## src/rtl/sar_pkg.sv

```systemverilog
package sar_pkg;

    // Coalesce record index
    typedef logic [3:0] frag_ptr_t;

    // Reassembly buffer id
    typedef logic [5:0] buf_id_t;

    // Byte offset within a frame
    typedef logic [13:0] offset_t;

    // One record per pointer value
    localparam int NUM_FRAGS = 2 ** $bits(frag_ptr_t);

    // Frame context reported with done events
    typedef struct packed {
        buf_id_t buf_id;
        offset_t offset_start;
        offset_t offset_end;
    } frame_ctxt_t;

endpackage : sar_pkg

```

## src/rtl/state_pkg.sv

```systemverilog
package state_pkg;

    // Millisecond stamp, wraps
    typedef logic [7:0] timer_t;

    // Who is writing a record
    typedef enum logic {
        UPDATE_CTXT_DATAPATH,
        UPDATE_CTXT_REAP
    } update_ctxt_t;

    typedef enum logic {
        NOTIFY_DONE,
        NOTIFY_EXPIRED
    } notify_kind_t;

    // Stored fragment record
    typedef struct packed {
        logic             valid;
        sar_pkg::buf_id_t buf_id;
        sar_pkg::offset_t offset_start;
        sar_pkg::offset_t offset_end;
        timer_t           timer;
        logic             last;
        logic             notified;
    } frag_state_t;

endpackage : state_pkg

```

## src/rtl/state_update_intf.sv

```systemverilog
`timescale 1ns/1ps

interface state_update_intf;

    logic                    req;
    state_pkg::update_ctxt_t ctxt;
    sar_pkg::frag_ptr_t      id;
    state_pkg::frag_state_t  update;
    logic                    rdy;
    logic                    ack;

    modport requester (
        output req, ctxt, id, update,
        input  rdy, ack
    );

    modport store (
        input  req, ctxt, id, update,
        output rdy, ack
    );

endinterface : state_update_intf

```

## src/rtl/state_event_intf.sv

```systemverilog
`timescale 1ns/1ps

interface state_event_intf;

    logic                    evt;
    sar_pkg::frag_ptr_t      id;
    state_pkg::notify_kind_t kind;
    sar_pkg::frame_ctxt_t    ctxt;

    modport source (output evt, id, kind, ctxt);

    modport sink (input evt, id, kind, ctxt);

    // Observes events raised by another block
    modport monitor (input evt, id, kind, ctxt);

endinterface : state_event_intf

```

## src/rtl/fifo_small.sv

```systemverilog
`timescale 1ns/1ps

module fifo_small #(
    parameter type DATA_T = logic,
    parameter int  DEPTH  = 8
) (
    input  logic  clk,
    input  logic  srst,
    input  logic  wr,
    input  DATA_T wr_data,
    output logic  full,
    input  logic  rd,
    output DATA_T rd_data,
    output logic  empty
);

    localparam int PTR_W = (DEPTH > 1) ? $clog2(DEPTH) : 1;
    localparam int CNT_W = $clog2(DEPTH + 1);

    DATA_T            mem [DEPTH];
    logic [PTR_W-1:0] wr_ptr;
    logic [PTR_W-1:0] rd_ptr;
    logic [CNT_W-1:0] count;
    logic             wr_en;
    logic             rd_en;

    assign wr_en = wr && !full;
    assign rd_en = rd && !empty;

    assign full  = (count == CNT_W'(DEPTH));
    assign empty = (count == '0);

    // Head entry always visible
    assign rd_data = mem[rd_ptr];

    always_ff @(posedge clk) begin
        if (wr_en) begin
            mem[wr_ptr] <= wr_data;
        end
    end

    always_ff @(posedge clk) begin
        if (srst) begin
            wr_ptr <= '0;
            rd_ptr <= '0;
            count  <= '0;
        end else begin
            if (wr_en) begin
                wr_ptr <= (wr_ptr == PTR_W'(DEPTH - 1)) ? '0 : wr_ptr + 1'b1;
            end
            if (rd_en) begin
                rd_ptr <= (rd_ptr == PTR_W'(DEPTH - 1)) ? '0 : rd_ptr + 1'b1;
            end
            case ({wr_en, rd_en})
                2'b10:   count <= count + 1'b1;
                2'b01:   count <= count - 1'b1;
                default: count <= count;
            endcase
        end
    end

endmodule : fifo_small

```

## src/rtl/frag_state_store.sv

```systemverilog
`timescale 1ns/1ps

module frag_state_store (
    input  logic                   clk,
    input  logic                   srst,
    output logic                   init_done,
    state_update_intf.store        upd_if,
    state_update_intf.store        reap_if,
    state_event_intf.source        done_evt_if,
    state_event_intf.monitor       expired_evt_if,
    input  logic                   scan_rd,
    input  sar_pkg::frag_ptr_t     scan_addr,
    output state_pkg::frag_state_t scan_data
);

    localparam int PTR_W = $bits(sar_pkg::frag_ptr_t);

    state_pkg::frag_state_t state_mem [sar_pkg::NUM_FRAGS];
    state_pkg::frag_state_t upd_cur;
    state_pkg::frag_state_t upd_rec;
    logic [PTR_W:0]         init_cnt;
    logic                   upd_acc;
    logic                   reap_acc;
    logic                   mark_expired;

    // --------------------
    // Clear sweep after reset
    // --------------------
    always_ff @(posedge clk) begin
        if (srst) begin
            init_cnt  <= '0;
            init_done <= 1'b0;
        end else if (!init_done) begin
            if (init_cnt == (PTR_W + 1)'(sar_pkg::NUM_FRAGS)) begin
                init_done <= 1'b1;
            end else begin
                init_cnt <= init_cnt + 1'b1;
            end
        end
    end

    // Datapath always wins the single write port
    assign upd_if.rdy  = 1'b1;
    assign reap_if.rdy = init_done && !upd_if.req;

    assign upd_acc  = upd_if.req && upd_if.rdy;
    assign reap_acc = reap_if.req && reap_if.rdy;

    // Update valid low means a later fragment, so the first stamp is kept
    assign upd_cur = state_mem[upd_if.id];
    always_comb begin
        upd_rec       = upd_if.update;
        upd_rec.valid = 1'b1;
        if (!upd_if.update.valid && upd_cur.valid) begin
            upd_rec.timer = upd_cur.timer;
        end
    end

    // Skip marks for a record that was replaced since the scan read it
    assign mark_expired = expired_evt_if.evt &&
                          (expired_evt_if.kind == state_pkg::NOTIFY_EXPIRED) &&
                          state_mem[expired_evt_if.id].valid &&
                          (state_mem[expired_evt_if.id].buf_id == expired_evt_if.ctxt.buf_id);

    // --------------------
    // Record array
    // --------------------
    always_ff @(posedge clk) begin
        if (!init_done) begin
            if (init_cnt < (PTR_W + 1)'(sar_pkg::NUM_FRAGS)) begin
                state_mem[init_cnt[PTR_W-1:0]] <= '0;
            end
        end else begin
            if (mark_expired) begin
                state_mem[expired_evt_if.id].notified <= 1'b1;
            end
            if (upd_acc) begin
                state_mem[upd_if.id] <=
                    (upd_if.ctxt == state_pkg::UPDATE_CTXT_REAP) ? '0 : upd_rec;
            end
            if (reap_acc) begin
                state_mem[reap_if.id] <=
                    (reap_if.ctxt == state_pkg::UPDATE_CTXT_REAP) ? '0 : reap_if.update;
            end
        end
    end

    always_ff @(posedge clk) begin
        if (srst) begin
            upd_if.ack      <= 1'b0;
            reap_if.ack     <= 1'b0;
            done_evt_if.evt <= 1'b0;
        end else begin
            upd_if.ack  <= upd_acc && (upd_if.ctxt == state_pkg::UPDATE_CTXT_REAP);
            reap_if.ack <= reap_acc && (reap_if.ctxt == state_pkg::UPDATE_CTXT_REAP);
            // Start at zero plus last flag closes the frame
            done_evt_if.evt <= upd_acc && (upd_if.ctxt == state_pkg::UPDATE_CTXT_DATAPATH) &&
                               upd_if.update.last && (upd_if.update.offset_start == '0);
        end
    end

    always_ff @(posedge clk) begin
        done_evt_if.id                <= upd_if.id;
        done_evt_if.ctxt.buf_id       <= upd_if.update.buf_id;
        done_evt_if.ctxt.offset_start <= upd_if.update.offset_start;
        done_evt_if.ctxt.offset_end   <= upd_if.update.offset_end;
    end

    assign done_evt_if.kind = state_pkg::NOTIFY_DONE;

    // Scan port reads as empty records until the sweep is over
    always_ff @(posedge clk) begin
        if (scan_rd) begin
            scan_data <= init_done ? state_mem[scan_addr] : '0;
        end
    end

endmodule : frag_state_store

```

## src/rtl/frag_expiry_scan.sv

```systemverilog
`timescale 1ns/1ps

module frag_expiry_scan #(
    parameter int EXPIRE_MS   = 4,
    parameter int SCAN_PERIOD = 2
) (
    input  logic                   clk,
    input  logic                   srst,
    input  state_pkg::timer_t      timer,
    output logic                   scan_rd,
    output sar_pkg::frag_ptr_t     scan_addr,
    input  state_pkg::frag_state_t scan_data,
    state_event_intf.source        expired_evt_if
);

    localparam int CNT_W = (SCAN_PERIOD > 1) ? $clog2(SCAN_PERIOD) : 1;

    logic [CNT_W-1:0]   period_cnt;
    logic               rd_pending;
    sar_pkg::frag_ptr_t rd_addr;
    state_pkg::timer_t  age;
    logic               complete;

    // One read per period
    assign scan_rd = (period_cnt == CNT_W'(SCAN_PERIOD - 1));

    always_ff @(posedge clk) begin
        if (srst) begin
            period_cnt <= '0;
            scan_addr  <= '0;
            rd_pending <= 1'b0;
        end else begin
            rd_pending <= scan_rd;
            if (scan_rd) begin
                period_cnt <= '0;
                scan_addr  <= scan_addr + 1'b1;
            end else begin
                period_cnt <= period_cnt + 1'b1;
            end
        end
    end

    // Address of the read in flight
    always_ff @(posedge clk) begin
        if (scan_rd) begin
            rd_addr <= scan_addr;
        end
    end

    // --------------------
    // Age check
    // --------------------
    assign age      = timer - scan_data.timer;
    // Complete frames are already queued for deletion
    assign complete = scan_data.last && (scan_data.offset_start == '0);

    assign expired_evt_if.evt  = rd_pending && scan_data.valid && !scan_data.notified &&
                                 !complete && (age >= EXPIRE_MS);
    assign expired_evt_if.id   = rd_addr;
    assign expired_evt_if.kind = state_pkg::NOTIFY_EXPIRED;
    assign expired_evt_if.ctxt = '{
        buf_id:       scan_data.buf_id,
        offset_start: scan_data.offset_start,
        offset_end:   scan_data.offset_end
    };

endmodule : frag_expiry_scan

```

## src/rtl/sar_reassembly_state.sv

```systemverilog
`timescale 1ns/1ps

module sar_reassembly_state #(
    parameter int QUEUE_DEPTH = 8,
    parameter int EXPIRE_MS   = 4,
    parameter int SCAN_PERIOD = 2
) (
    input  logic               clk,
    input  logic               srst,
    input  logic               init_done,
    input  logic               frag_valid,
    input  logic               frag_init,
    input  sar_pkg::frag_ptr_t frag_ptr,
    input  sar_pkg::buf_id_t   frag_buf_id,
    input  sar_pkg::offset_t   frag_offset_start,
    input  sar_pkg::offset_t   frag_offset_end,
    input  logic               frag_last,
    input  logic               frag_merged,
    input  sar_pkg::frag_ptr_t frag_merged_ptr,
    input  logic               ms_tick,
    input  logic               frame_ready,
    output logic               frame_valid,
    output sar_pkg::buf_id_t   frame_buf_id,
    output sar_pkg::offset_t   frame_len,
    input  logic               frag_ptr_dealloc_rdy,
    output logic               frag_ptr_dealloc_req,
    output sar_pkg::frag_ptr_t frag_ptr_dealloc_value,
    state_update_intf.requester upd_if,
    state_update_intf.requester reap_if,
    state_event_intf.sink       done_evt_if,
    state_event_intf.sink       expired_evt_if,
    output state_pkg::timer_t  timer
);

    typedef struct packed {
        sar_pkg::frag_ptr_t   id;
        sar_pkg::frame_ctxt_t ctxt;
    } done_item_t;

    typedef enum logic [2:0] {
        IDLE,
        NOTIFY_DONE,
        DELETE_REQ,
        DELETE_PENDING,
        DEALLOC_PTR
    } fsm_state_t;

    fsm_state_t         fsm_state;
    fsm_state_t         nxt_fsm_state;
    sar_pkg::frag_ptr_t cur_ptr;

    logic               q_done_wr;
    done_item_t         q_done_wr_data;
    logic               q_done_rd;
    done_item_t         q_done_rd_data;
    logic               q_done_empty;
    logic               q_merged_rd;
    sar_pkg::frag_ptr_t q_merged_rd_data;
    logic               q_merged_empty;
    logic               q_expired_wr;
    logic               q_expired_rd;
    sar_pkg::frag_ptr_t q_expired_rd_data;
    logic               q_expired_empty;

    // --------------------
    // Millisecond timer
    // --------------------
    always_ff @(posedge clk) begin
        if (srst) begin
            timer <= '0;
        end else if (ms_tick) begin
            timer <= timer + 1'b1;
        end
    end

    // Datapath writes, held off during the clear sweep
    assign upd_if.req  = frag_valid && init_done;
    assign upd_if.ctxt = state_pkg::UPDATE_CTXT_DATAPATH;
    assign upd_if.id   = frag_ptr;
    assign upd_if.update = '{
        valid:        frag_init,
        buf_id:       frag_buf_id,
        offset_start: frag_offset_start,
        offset_end:   frag_offset_end,
        timer:        timer,
        last:         frag_last,
        notified:     1'b0
    };

    // --------------------
    // Deletion queues
    // --------------------
    assign q_done_wr      = done_evt_if.evt && (done_evt_if.kind == state_pkg::NOTIFY_DONE);
    assign q_done_wr_data = '{id: done_evt_if.id, ctxt: done_evt_if.ctxt};
    assign q_expired_wr   = expired_evt_if.evt &&
                            (expired_evt_if.kind == state_pkg::NOTIFY_EXPIRED);

    fifo_small #(.DATA_T(done_item_t), .DEPTH(QUEUE_DEPTH)) i_fifo_small_done (
        .clk(clk), .srst(srst),
        .wr(q_done_wr), .wr_data(q_done_wr_data), .full(),
        .rd(q_done_rd), .rd_data(q_done_rd_data), .empty(q_done_empty)
    );

    fifo_small #(.DATA_T(sar_pkg::frag_ptr_t), .DEPTH(QUEUE_DEPTH)) i_fifo_small_merged (
        .clk(clk), .srst(srst),
        .wr(frag_merged), .wr_data(frag_merged_ptr), .full(),
        .rd(q_merged_rd), .rd_data(q_merged_rd_data), .empty(q_merged_empty)
    );

    fifo_small #(.DATA_T(sar_pkg::frag_ptr_t), .DEPTH(QUEUE_DEPTH)) i_fifo_small_expired (
        .clk(clk), .srst(srst),
        .wr(q_expired_wr), .wr_data(expired_evt_if.id), .full(),
        .rd(q_expired_rd), .rd_data(q_expired_rd_data), .empty(q_expired_empty)
    );

    // --------------------
    // Deletion FSM
    // --------------------
    always_ff @(posedge clk) begin
        if (srst) begin
            fsm_state <= IDLE;
        end else begin
            fsm_state <= nxt_fsm_state;
        end
    end

    always_comb begin
        nxt_fsm_state        = fsm_state;
        q_done_rd            = 1'b0;
        q_merged_rd          = 1'b0;
        q_expired_rd         = 1'b0;
        reap_if.req          = 1'b0;
        frame_valid          = 1'b0;
        frag_ptr_dealloc_req = 1'b0;
        case (fsm_state)
            IDLE: begin
                // Merged first, then done, then expired
                if (!q_merged_empty) begin
                    q_merged_rd   = 1'b1;
                    nxt_fsm_state = DELETE_REQ;
                end else if (!q_done_empty && frame_ready) begin
                    q_done_rd     = 1'b1;
                    nxt_fsm_state = NOTIFY_DONE;
                end else if (!q_expired_empty) begin
                    q_expired_rd  = 1'b1;
                    nxt_fsm_state = DELETE_REQ;
                end
            end
            NOTIFY_DONE: begin
                frame_valid = 1'b1;
                if (frame_ready) begin
                    nxt_fsm_state = DELETE_REQ;
                end
            end
            DELETE_REQ: begin
                reap_if.req = 1'b1;
                if (reap_if.rdy) begin
                    nxt_fsm_state = DELETE_PENDING;
                end
            end
            DELETE_PENDING: begin
                if (reap_if.ack) begin
                    nxt_fsm_state = DEALLOC_PTR;
                end
            end
            DEALLOC_PTR: begin
                frag_ptr_dealloc_req = 1'b1;
                if (frag_ptr_dealloc_rdy) begin
                    nxt_fsm_state = IDLE;
                end
            end
            default: nxt_fsm_state = IDLE;
        endcase
    end

    // Pointer and frame fields of the item in service
    always_ff @(posedge clk) begin
        if (q_merged_rd) begin
            cur_ptr <= q_merged_rd_data;
        end else if (q_done_rd) begin
            cur_ptr      <= q_done_rd_data.id;
            frame_buf_id <= q_done_rd_data.ctxt.buf_id;
            frame_len    <= q_done_rd_data.ctxt.offset_end;
        end else if (q_expired_rd) begin
            cur_ptr <= q_expired_rd_data;
        end
    end

    assign reap_if.ctxt           = state_pkg::UPDATE_CTXT_REAP;
    assign reap_if.id             = cur_ptr;
    assign reap_if.update         = '0;
    assign frag_ptr_dealloc_value = cur_ptr;

endmodule : sar_reassembly_state

```

## src/rtl/sar_reassembly_top.sv

```systemverilog
`timescale 1ns/1ps

module sar_reassembly_top #(
    parameter int QUEUE_DEPTH = 8,
    parameter int EXPIRE_MS   = 4,
    parameter int SCAN_PERIOD = 2
) (
    input  logic               clk,
    input  logic               srst,
    output logic               init_done,
    input  logic               frag_valid,
    input  logic               frag_init,
    input  sar_pkg::frag_ptr_t frag_ptr,
    input  sar_pkg::buf_id_t   frag_buf_id,
    input  sar_pkg::offset_t   frag_offset_start,
    input  sar_pkg::offset_t   frag_offset_end,
    input  logic               frag_last,
    input  logic               frag_merged,
    input  sar_pkg::frag_ptr_t frag_merged_ptr,
    input  logic               ms_tick,
    input  logic               frame_ready,
    output logic               frame_valid,
    output sar_pkg::buf_id_t   frame_buf_id,
    output sar_pkg::offset_t   frame_len,
    input  logic               frag_ptr_dealloc_rdy,
    output logic               frag_ptr_dealloc_req,
    output sar_pkg::frag_ptr_t frag_ptr_dealloc_value
);

    state_pkg::timer_t      timer;
    logic                   scan_rd;
    sar_pkg::frag_ptr_t     scan_addr;
    state_pkg::frag_state_t scan_data;

    state_update_intf upd_if ();
    state_update_intf reap_if ();
    state_event_intf  done_evt_if ();
    state_event_intf  expired_evt_if ();

    sar_reassembly_state #(
        .QUEUE_DEPTH (QUEUE_DEPTH),
        .EXPIRE_MS   (EXPIRE_MS),
        .SCAN_PERIOD (SCAN_PERIOD)
    ) i_sar_reassembly_state (
        .clk, .srst, .init_done,
        .frag_valid, .frag_init, .frag_ptr, .frag_buf_id,
        .frag_offset_start, .frag_offset_end, .frag_last,
        .frag_merged, .frag_merged_ptr, .ms_tick,
        .frame_ready, .frame_valid, .frame_buf_id, .frame_len,
        .frag_ptr_dealloc_rdy, .frag_ptr_dealloc_req, .frag_ptr_dealloc_value,
        .upd_if, .reap_if, .done_evt_if, .expired_evt_if, .timer
    );

    frag_state_store i_frag_state_store (
        .clk, .srst, .init_done,
        .upd_if, .reap_if, .done_evt_if, .expired_evt_if,
        .scan_rd, .scan_addr, .scan_data
    );

    frag_expiry_scan #(
        .EXPIRE_MS   (EXPIRE_MS),
        .SCAN_PERIOD (SCAN_PERIOD)
    ) i_frag_expiry_scan (
        .clk, .srst, .timer,
        .scan_rd, .scan_addr, .scan_data,
        .expired_evt_if
    );

endmodule : sar_reassembly_top

```

## config.mk

```make
export PLATFORM = sky130hd
export DESIGN_NAME = sar_reassembly_top
export DESIGN_NICKNAME = d
export VERILOG_FILES = /design/src/rtl/sar_pkg.sv /design/src/rtl/state_pkg.sv /design/src/rtl/state_update_intf.sv /design/src/rtl/state_event_intf.sv /design/src/rtl/fifo_small.sv /design/src/rtl/frag_state_store.sv /design/src/rtl/frag_expiry_scan.sv /design/src/rtl/sar_reassembly_state.sv /design/src/rtl/sar_reassembly_top.sv
export SDC_FILE = /design/constraint.sdc
export NUM_CORES = 1
export LEC_CHECK = 0
export ABC_AREA = 1
export BUFFER_PORTS_ARGS = -buffer_cell sky130_fd_sc_hd__buf_2
export CORE_MARGIN = 2
export CORE_UTILIZATION = 58
export DETAILED_ROUTE_END_ITERATION = 16
export HOLD_SLACK_MARGIN = 0.1
export PLACE_DENSITY = 0.81
export RECOVER_POWER = 25
export SLEW_MARGIN = 20
export SYNTH_ARGS = -nofsm -noshare
export SYNTH_HDL_FRONTEND = slang
export SYNTH_HIERARCHICAL = 1
export SYNTH_SLANG_ARGS = --single-unit
export TNS_END_PERCENT = 100
```

## constraint.sdc

```tcl
create_clock -name clk -period 8.13 [get_ports clk]
set_input_delay 1.626 -clock clk [delete_from_list [all_inputs] [get_ports clk]]
set_output_delay 1.626 -clock clk [all_outputs]
set_load 0.05 [all_outputs]
```

# --- Yosys cells after proc, flatten, opt, wreduce, memory -nomap -nowiden ---
# Memories as Yosys holds them, arrays and structs flattened. A register that Yosys moved wholly into a read port is not among the register bits.
# Index checks and enable logic that the tools add are counted.
word_totals:
  register_bits: 121
  ram_bits: 1088
  in_bits: 51
  wordCells: 191
  n_memories: 4
classes:
  add_sub_neg: 17
  n_lt_le_gt_ge: 2
  n_eq_ne: 26
  mux: 66
  n_bitwise: 3
  n_reduce_logical: 47
memory_table:
  columns: ["memory", "words", "word_bits", "rd", "rd_clocked_by_memory_dff", "wr", "line", "source"]
  rows:
  - ["i_frag_state_store.state_mem", 16, 45, 3, 2, 2, "frag_state_store.sv:18", "state_pkg::frag_state_t state_mem [sar_pkg::NUM_FRAGS];"]
  - ["i_sar_reassembly_state.i_fifo_small_done.mem", 8, 38, 1, 1, 1, "fifo_small.sv:20", "DATA_T mem [DEPTH];"]
  - ["i_sar_reassembly_state.i_fifo_small_expired.mem", 8, 4, 1, 1, 1, "fifo_small.sv:20", null]
  - ["i_sar_reassembly_state.i_fifo_small_merged.mem", 8, 4, 1, 1, 1, "fifo_small.sv:20", null]
ops:
  columns: ["operator", "n"]
  rows:
  - ["two-way mux 45 bit", 2]
  - ["OR reduction 45 bit", 2]
  - ["two-way mux 3 bit", 19]
  - ["two-way mux 1 bit", 33]
  - ["zero test 14 bit", 2]
  - ["two-way mux 4 bit", 6]
  - ["one-hot mux 4 bit (2 select lines)", 3]
  - ["== test 3 bit (second input constant)", 7]
  - ["logical AND 1 bit", 20]
  - ["adder 3 x 1 -> 3 bit (second input constant)", 6]
  - ["adder 4 x 1 -> 4 bit (second input constant)", 4]
  - ["one-hot mux 3 bit (5 select lines)", 1]
  - ["== test 4 bit (second input constant)", 3]
  - ["zero test 4 bit", 3]
  - ["subtractor 4 x 1 -> 4 bit (second input constant)", 3]
  - ["zero test 1 bit", 11]
  - ["adder 8 x 1 -> 8 bit (second input constant)", 1]
  - ["greater-or-equal comparator 8 x 3 -> 1 bit (second input constant)", 1]
  - ["two-way mux 8 bit", 1]
  - ["subtractor 8 bit", 1]
  - ["== test 2 x 1 -> 1 bit (second input constant)", 3]
  - ["== test 2 bit (second input constant)", 3]
  - ["== test 3 x 2 -> 1 bit (second input constant)", 2]
  - ["== test 6 bit", 1]
  - ["16 further kinds", 23]

# --- Longest topological paths before layout ---
# Gate-level depths: netlist of run 1.
depth:
  ltp_word: 12
  depth_mapped: 27
  mapped_depth_nobuf: 27

# --- Modules after synthesis ---
# Netlist of run 1, hierarchy kept.
by_module_without_submodules:
  columns: ["mod", "n_inst", "cells_each", "area_each_um2"]
  rows:
  - ["frag_state_store", 1, 3819, 37925.1]
  - ["fifo_small at i_sar_reassembly_state.i_fifo_small_done", 1, 950, 12550.8]
  - ["fifo_small at i_sar_reassembly_state.i_fifo_small_expired ...", 2, 186, 1988.2]
  - ["sar_reassembly_state", 1, 258, 2248.4]
  - ["frag_expiry_scan", 1, 151, 1052.3]

# --- Worst setup path before layout of run 1 ---
# OpenSTA, ideal clock, no wires.
synth_path:
  path_type: "input -> register"
  start: "input frag_valid"
  end: "memory i_frag_state_store/state_mem[12][10] in the netlist's numbering, enable pin"
  arrival_ns: 3.994
  required_ns: 7.728
  path_slack_ns: 3.734
  stages: 11
  cell_sequence: "nand2_1 -> inv_1 -> nor2_2 -> nand2_1 -> buf_2 -> o21ai_0 -> nand3_1 -> nor2_1 -> inv_2 -> clkbuf_1 -> nand2_1"
synth_lines:
  columns: ["element", "line", "source"]
  rows:
  - ["from (decl)", "sar_reassembly_top.sv:11", "input logic frag_valid,"]
  - ["to (decl)", "frag_state_store.sv:18", null]

==> results.md, run 1 <==
Final layout:
- The final layout contains 4,241 nets.
- The fraction of final layout cells with drive strength greater than 1 is 0.0835.
- The repair_antennas step left the layout with diodes totalling 0.
- In the layout the commonest cells are sky130_fd_sc_hd__nor2_1 (929), sky130_fd_sc_hd__edfxtp_1 (811), sky130_fd_sc_hd__nand2_1 (430).
- From synthesis to final layout, the design area changed by 6.11%.
- The most frequent standard cell in the layout excluding fill and tap cells is sky130_fd_sc_hd__nor2_1.
- After filler insertion, the fill cell instance count of the layout stands at 5,568.
- The post-layout instance count excluding filler cells is between 5,000 and 6,000.

Clock network:
- Hold repair after CTS inserted 0 buffers.
- The count of instances resized after the clock tree is built is 0.
- The number of clock buffers inserted by TritonCTS is 89.
- The library cell used as clock root buffer is sky130_fd_sc_hd__clkbuf_16.
- The H-tree was split into 3 levels.
- The clock transition at the registers of the reported paths is 0.07 ns.
- The number of setup buffers added after CTS is 0.
- At the later pin of the worst-skew pair, clock insertion delay measures 0.69 ns.
- The clock tree from TritonCTS is yes.
- The clock net in this run drives a total of 899 sinks.
- The maximum buffer depth of the clock tree is 3.

Global route:
- The remaining global-route overflow is 0.
- The pin count of the biggest net entering global routing is approximately 100.
- The global-route wire length before repair is 172,000 um.
- The initial antenna violation count is 2.
- The overall track demand over capacity in global routing is 0.290.
- The number of global-route vias before repair came to 30,900.

Power and ir drop:
- For this design the total switching power over the nets is about 2.6 mW.
- IR analysis of the VDD net gives a maximum drop of 0.000186 V.
- The power share of the clock group is 0.403.
- The share of total power dissipated in sequential elements is 0.505.
- Of the total power, combinational logic draws 0.091.
- In this run the static leakage power is ~16 nW.
- In this run the power density over the cells is 228 nW/um^2.
- Of the total power, the share spent switching nets is 0.252.
- After layout, the design draws a total of 10.4 mW.
- The internal portion of the total power is 7.78 mW.

Yosys:
- Dividing the synthesized area by the synthesized cell count gives 9.83 um^2.
- The cell count after synthesis came out at between 4,000 and 5,000.
- After synthesis the cells add up to ~43,000 um^2.
- The count of warnings emitted by yosys is 6.

Setup path:
- The largest fanout on the critical path is 47.
- The capturing element type of the critical path is a register.
- The data required time at the worst endpoint is ~8.5 ns.
- The category of the critical setup timing path is input port to register.
- The launching element type of the critical path is an input port.
- The endpoint arrival time on the critical path is between 6 and 7 ns.
- The worst register-to-register path has a depth of 16.

Detailed routing:
- The number of optimization iterations in the first detailed-route pass is 13.
- In this run the remaining antenna-violating nets after routing total 0.
- The routed layout has 32,100 vias.
- The routed length per instance is between 20 and 25 um.
- After the first detailed-routing iteration, the DRC count stood at 4,293.
- The DRC violations left is 0.
- The final layout contains routed wiring with a total length of about 110,000 um.
- The via-per-instance ratio is around 6.2.

Timing:
- Setup repair after global routing left no endpoint under its margin.
- The worst path setup slack after routing is 1.74 ns.
- Setup violations remaining at the end of the flow were counted as 0.
- The clock arrives with 0.0765 ns of skew.
- The minimum clock period after layout is 6.39 ns.
- The final period utilization is 0.786.
- The max-slew violation count was 346.
- The fmax is 157 MHz.
- The total count of hold-check failures in the final report came to 0.
- The final sum of negative setup slack is 0 ns.
- In this run the tightest slew margin relative to its limit is -1.02.
- The transition at the pin with the smallest max-transition slack is 3.03 ns.

Placement:
- Including well taps, the total number of placed cells is approximately 5,000.
- The worst slack at placement is 2.45 ns.
- The weighted congestion reported at the end of routability-driven placement is a little under 0.9.
- The count of port buffers added during placement is 77.
- The detailed-placement wirelength estimate is roughly 63,000 um.

Floorplan:
- The area enclosed by the die boundary is 76,200 um^2.
- The core footprint is between 70,000 and 80,000 um^2.
- The overall die height is 276 um.
- The starting utilization of the core area is 0.588.
- about 80 I/O pins were placed.
- The row count is 99.
- Measured along the x axis, the die boundary spans 276 um.

Outcome:
- The run finished, with violations left.
- The checks that failed: capacitance limit, slew limit.

Min path:
- The type of the tightest min-delay check is register to register.
- The worst hold path passes through 2 cells.

Job:
- The tool flagged a number of max-cap violations equal to 9.
metrics by stage:
stage / cell area, um^2 / util / hold WS [ns]
6_report: 45600 / 0.624 / 0.491
5_1_grt: 45600 / 0.624 / 0.523
4_1_cts: 45700 / 0.625 / 0.494
3_5_place_dp: 42700 / 0.584 / 0.480
3_3_place_gp: 42700 / 0.584 / 0.476
2_1_floorplan: 43100 / - / 0.449
power groups by stage:
stage | registers [mW] | logic, mW | clock network, mW
6_report | 5.25 | 0.951 | 4.19
5_1_grt | 5.27 | 1.03 | 4.40
4_1_cts | 5.25 | 0.939 | 4.22
3_5_place_dp | 5.35 | 0.932 | 0
3_3_place_gp | 5.34 | 0.906 | 0
2_1_floorplan | 5.32 | 0.724 | 0
critical path: stages:
cell	delay, ns
sky130_fd_sc_hd__clkbuf_1	1.67
sky130_fd_sc_hd__inv_2	0.89
sky130_fd_sc_hd__a21oi_1	0.37
sky130_fd_sc_hd__o21ai_0	0.12
sky130_fd_sc_hd__nand3_1	0.10
sky130_fd_sc_hd__nand3_1	0.11
sky130_fd_sc_hd__a21oi_2	0.63
sky130_fd_sc_hd__o311ai_0	0.38
sky130_fd_sc_hd__a22oi_2	0.69
sky130_fd_sc_hd__nor2_1	0.11
per-layer routing:
layer / up-vias / GRT usage / part of all wire
met5: - / 0 / 0.00013
met4: 2 / 0.135 / 0.046
met3: 404 / 0.0562 / 0.12
met2: 2131 / 0.471 / 0.47
met1: 15200 / 0.378 / 0.36
li1: 14400 / - / -
final timing paths:
path	start	slack, ns	endpoint
setup / recovery	frag_ptr[0]	1.74	i_frag_state_store/state_mem[5][7]
hold / removal	register	0.49	register
setup reg to reg	i_frag_expiry_scan/expired_evt_if.id[0]	3.04	i_frag_state_store/state_mem[14][6]
hold reg to reg	register	0.49	register
sequential cells by signal (all words and copies together), names as in the netlist, 5 cells and up, named ones only:
name	flops
i_frag_state_store/state_mem	496
i_sar_reassembly_state/i_fifo_small_done/mem	192
i_sar_reassembly_state/i_fifo_small_expired/mem	32
i_sar_reassembly_state/i_fifo_small_merged/mem	32
i_frag_state_store/scan_data	31
i_frag_state_store/done_evt_if.ctxt	20
i_sar_reassembly_state/frame_len	14
i_sar_reassembly_state/timer	8
i_sar_reassembly_state/frame_buf_id	6
i_frag_state_store/init_cnt	5
cell type report:
type | count | area, um^2 | share of cell area
Clock buffer | 125 | 2410 | 0.0529
Clock inverter | 38 | 589 | 0.0129
Inverter | 284 | 1070 | 0.0236
Multi-Input combinational cell | 2749 | 13400 | 0.294
Sequential cell | 899 | 26100 | 0.573
Tap cell | 959 | 1200 | 0.0263
Timing Repair Buffer | 134 | 758 | 0.0166
Power figures use the tool's default switching activity.
==> inputs of run 2 (changes only) <==
- clock period: 8.13 -> 5.9 ns (I/O delays scaled with it)
==> results.md, run 2 (synthesized netlist as in run 1, its figures left out) <==
Power and ir drop:
- Internal power comes to about 11 mW.
- The combinational fraction of design power is 0.094.
- In this run the power spent charging and discharging nets is approximately 3.6 mW.
- The proportion of total power due to net switching is 0.254.
- The register share of total power is 0.510.
- The leakage power is ~16 nW.
- Of the total power, the clock network draws 0.396.
- The maximum resistive drop on vdd is 0.000278 V.
- The power density over cell area is 311 nW/um^2.

Setup path:
- Data on the critical path arrives at its endpoint at 4.89 ns.
- STA classifies the critical path startpoint as a register.
- The largest fanout on the critical path is 30.
- The worst setup path is captured at a register.
- The worst setup path is of the register to register kind.
- STA puts the critical path data required time at 6.15 ns.

Detailed routing:
- The detail route stage leaves a number of antenna-violating nets equal to 0.
- The total length of routed wires is between 100,000 and 150,000 um.
- The via-per-instance ratio is 6.21.
- The highest layer used for signal routing is met4.
- The detailed-routed wire length on met3 is 14,800 um.
- The pre-antenna-repair detailed-routing pass consisted of 6 iterations.
- The detailed-routing wirelength on met1 is 41,600 um.
- For this run, design rule violations remaining after detail routing come to 0.
- In this run, the number of DRC markers left after iteration 0 of detailed routing was around 4,100.
- Detailed routing placed a total of 52,400 um of wire on met2.
- The routed length per instance is 21.9 um.
- Across all layers, the routed design uses 32,400 vias.

Floorplan:
- The core footprint is 73,100 um^2.
- The row count is 99.
- The overall die height is about 280 um.
- Measured along the x axis, the die boundary spans 276 um.
- The initial utilization of the core area, before any placement, comes to 0.588.
- The die covers 76,200 um^2.
- The I/O pin count is just under 80.

Placement:
- The congestion estimate from routability-driven global placement came to 0.921.
- Detailed placement ended at an HPWL of about 65,000 um.
- Input and output buffers added on the ports amount to 77.
- The instance area after placement is 42,800 um^2.

Final layout:
- The final non-filler cell area is 45,700 um^2.
- The final-stage net count is ~4,300.
- The number of flip-flops under the largest register name is approximately 500.
- The top cell types in the final layout, fill and taps aside, are sky130_fd_sc_hd__nor2_1 (929), sky130_fd_sc_hd__edfxtp_1 (811), sky130_fd_sc_hd__nand2_1 (430).
- Leaving out fill and tap cells, the most frequent cell in the layout is sky130_fd_sc_hd__nor2_1.
- After filler insertion, the fill cell instance count of the layout stands at 5,559.
- More flip-flops sit in one register than any other, and that register is i_frag_state_store/state_mem.
- The fraction of final layout cells with drive strength greater than 1 is 0.0881.
- The largest registers in the layout are i_frag_state_store/state_mem: 496 flops, i_sar_reassembly_state/i_fifo_small_done/mem: 192 flops.
- The area growth from synthesis to final layout is 6.38%.

Timing:
- Measured against its own limit, the worst slew margin works out to -1.10.
- The worst path needs approximately 4.6 ns of the cycle, external delays included.
- For the final database, setup skew stands at 0.0387 ns.
- The final sum of negative setup slack is 0 ns.
- Static timing analysis puts the maximum clock frequency at 216 MHz.
- The final setup violation count is 0.
- Setup repair after global routing left no endpoint under its margin.
- Of the available clock period, the critical path in the final layout requires 0.786.
- The max-slew violation count came to 365.
- For the pin with the worst max-slew slack, the measured transition is about 3.2 ns.
- The total count of hold-check failures in the final report was 0.

Global route:
- In the global route stage, overall resource usage came out at 0.294.
- The remaining global-route overflow is 0.
- The initial antenna violation count was 1.
- The global-route wire length before repair is between 150,000 and 200,000 um.
- The pin count of the biggest net entering global routing is 110.
- The number of global-route vias before repair is 30,900.

Clock network:
- The depth of the CTS H-tree is 3.
- The cts-stage hold buffer count is 0.
- TritonCTS created 90 clock buffers.
- Counting along the longest clock path gives a buffer depth of 3.
- The TritonCTS sink count is 899.
- The clock transition at the registers of the reported paths is 0.06 ns.
- The number of buffers inserted to repair setup after CTS is 0.
- The count of instances resized after the clock tree is built is 0.
- In this run the clock root is driven by a sky130_fd_sc_hd__clkbuf_16.
- The clock reaches the later pin of the worst-skew pair after 0.67 ns.
- The clock tree from TritonCTS is yes.

Outcome:
- The run finished, with violations left.
- The checks that failed: capacitance limit, slew limit.

Job:
- The reported max-cap violation count is 9.

Min path:
- The min-delay analysis places its worst path in the category register to register.
## run 2: worst paths after layout
| path | cells after the start | from | slack [ns] | endpoint |
|---|---|---|---|---|
| max | 13 | i_frag_expiry_scan/expired_evt_if.id[1] | 1.26 | i_frag_state_store/state_mem[12][6] |
| min | 2 | register | 0.50 | register |
| max reg2reg | 13 | i_frag_expiry_scan/expired_evt_if.id[1] | 1.26 | i_frag_state_store/state_mem[12][6] |
| min reg2reg | 2 | register | 0.50 | register |
## run 2: power by group through the flow
stage               clock (mW)  sequential [mW]  combinational [mW]
detailed placement           0             7.36                1.30
finish                    5.62             7.24                1.33
CTS                       5.66             7.23                1.31
global placement             0             7.36                1.27
floorplan                    0             7.33               0.997
global route              5.92             7.26                1.45
## run 2: cell type report
cell class / count / area [um^2] / area share
sequential: 899 / 26100 / 0.572
multi-input combinational: 2749 / 13400 / 0.293
clock buffer: 118 / 2430 / 0.0531
tap: 959 / 1200 / 0.0263
inverter: 284 / 1070 / 0.0235
timing repair buffer: 154 / 937 / 0.0205
clock inverter: 51 / 502 / 0.0110
antenna: 3 / 7.51 / 0.000164
## run 2: worst max-delay path: stages, from the launching register on
cell	delay [ns]
sky130_fd_sc_hd__edfxtp_1	0.37
sky130_fd_sc_hd__clkbuf_1	1.11
sky130_fd_sc_hd__o211ai_1	0.24
sky130_fd_sc_hd__nand3_1	0.22
sky130_fd_sc_hd__nand3_1	0.12
sky130_fd_sc_hd__nand3_1	0.15
sky130_fd_sc_hd__nand3_1	0.13
sky130_fd_sc_hd__nor2_4	0.18
sky130_fd_sc_hd__nand3_4	0.26
sky130_fd_sc_hd__nand2_2	0.16
sky130_fd_sc_hd__nand2_4	0.08
sky130_fd_sc_hd__nor2_4	0.20
sky130_fd_sc_hd__nand3_1	0.11
sky130_fd_sc_hd__nand2_2	0.87
## run 2: layer usage
| layer | vias to the layer above | track usage |
|---|---|---|
| met2 | 2341 | 0.467 |
| met1 | 15200 | 0.383 |
| met3 | 397 | 0.0669 |
| met5 | - | 0 |
| li1 | 14500 | - |
| met4 | 0 | 0.144 |
## run 2: per-stage QoR
stage / setup WS [ns] / hold slack (ns) / cells / total power, mW / util
after floorplan: 2.26 / 0.449 / 4403 / 8.33 / -
after global placement: 1.63 / 0.477 / 5045 / 8.62 / 0.586
after detailed placement: 1.51 / 0.495 / 5045 / 8.66 / 0.586
after CTS: 1.47 / 0.502 / 5214 / 14.2 / 0.626
after global routing: 1.06 / 0.523 / 5215 / 14.6 / 0.625
final: 1.26 / 0.499 / 5217 / 14.2 / 0.625
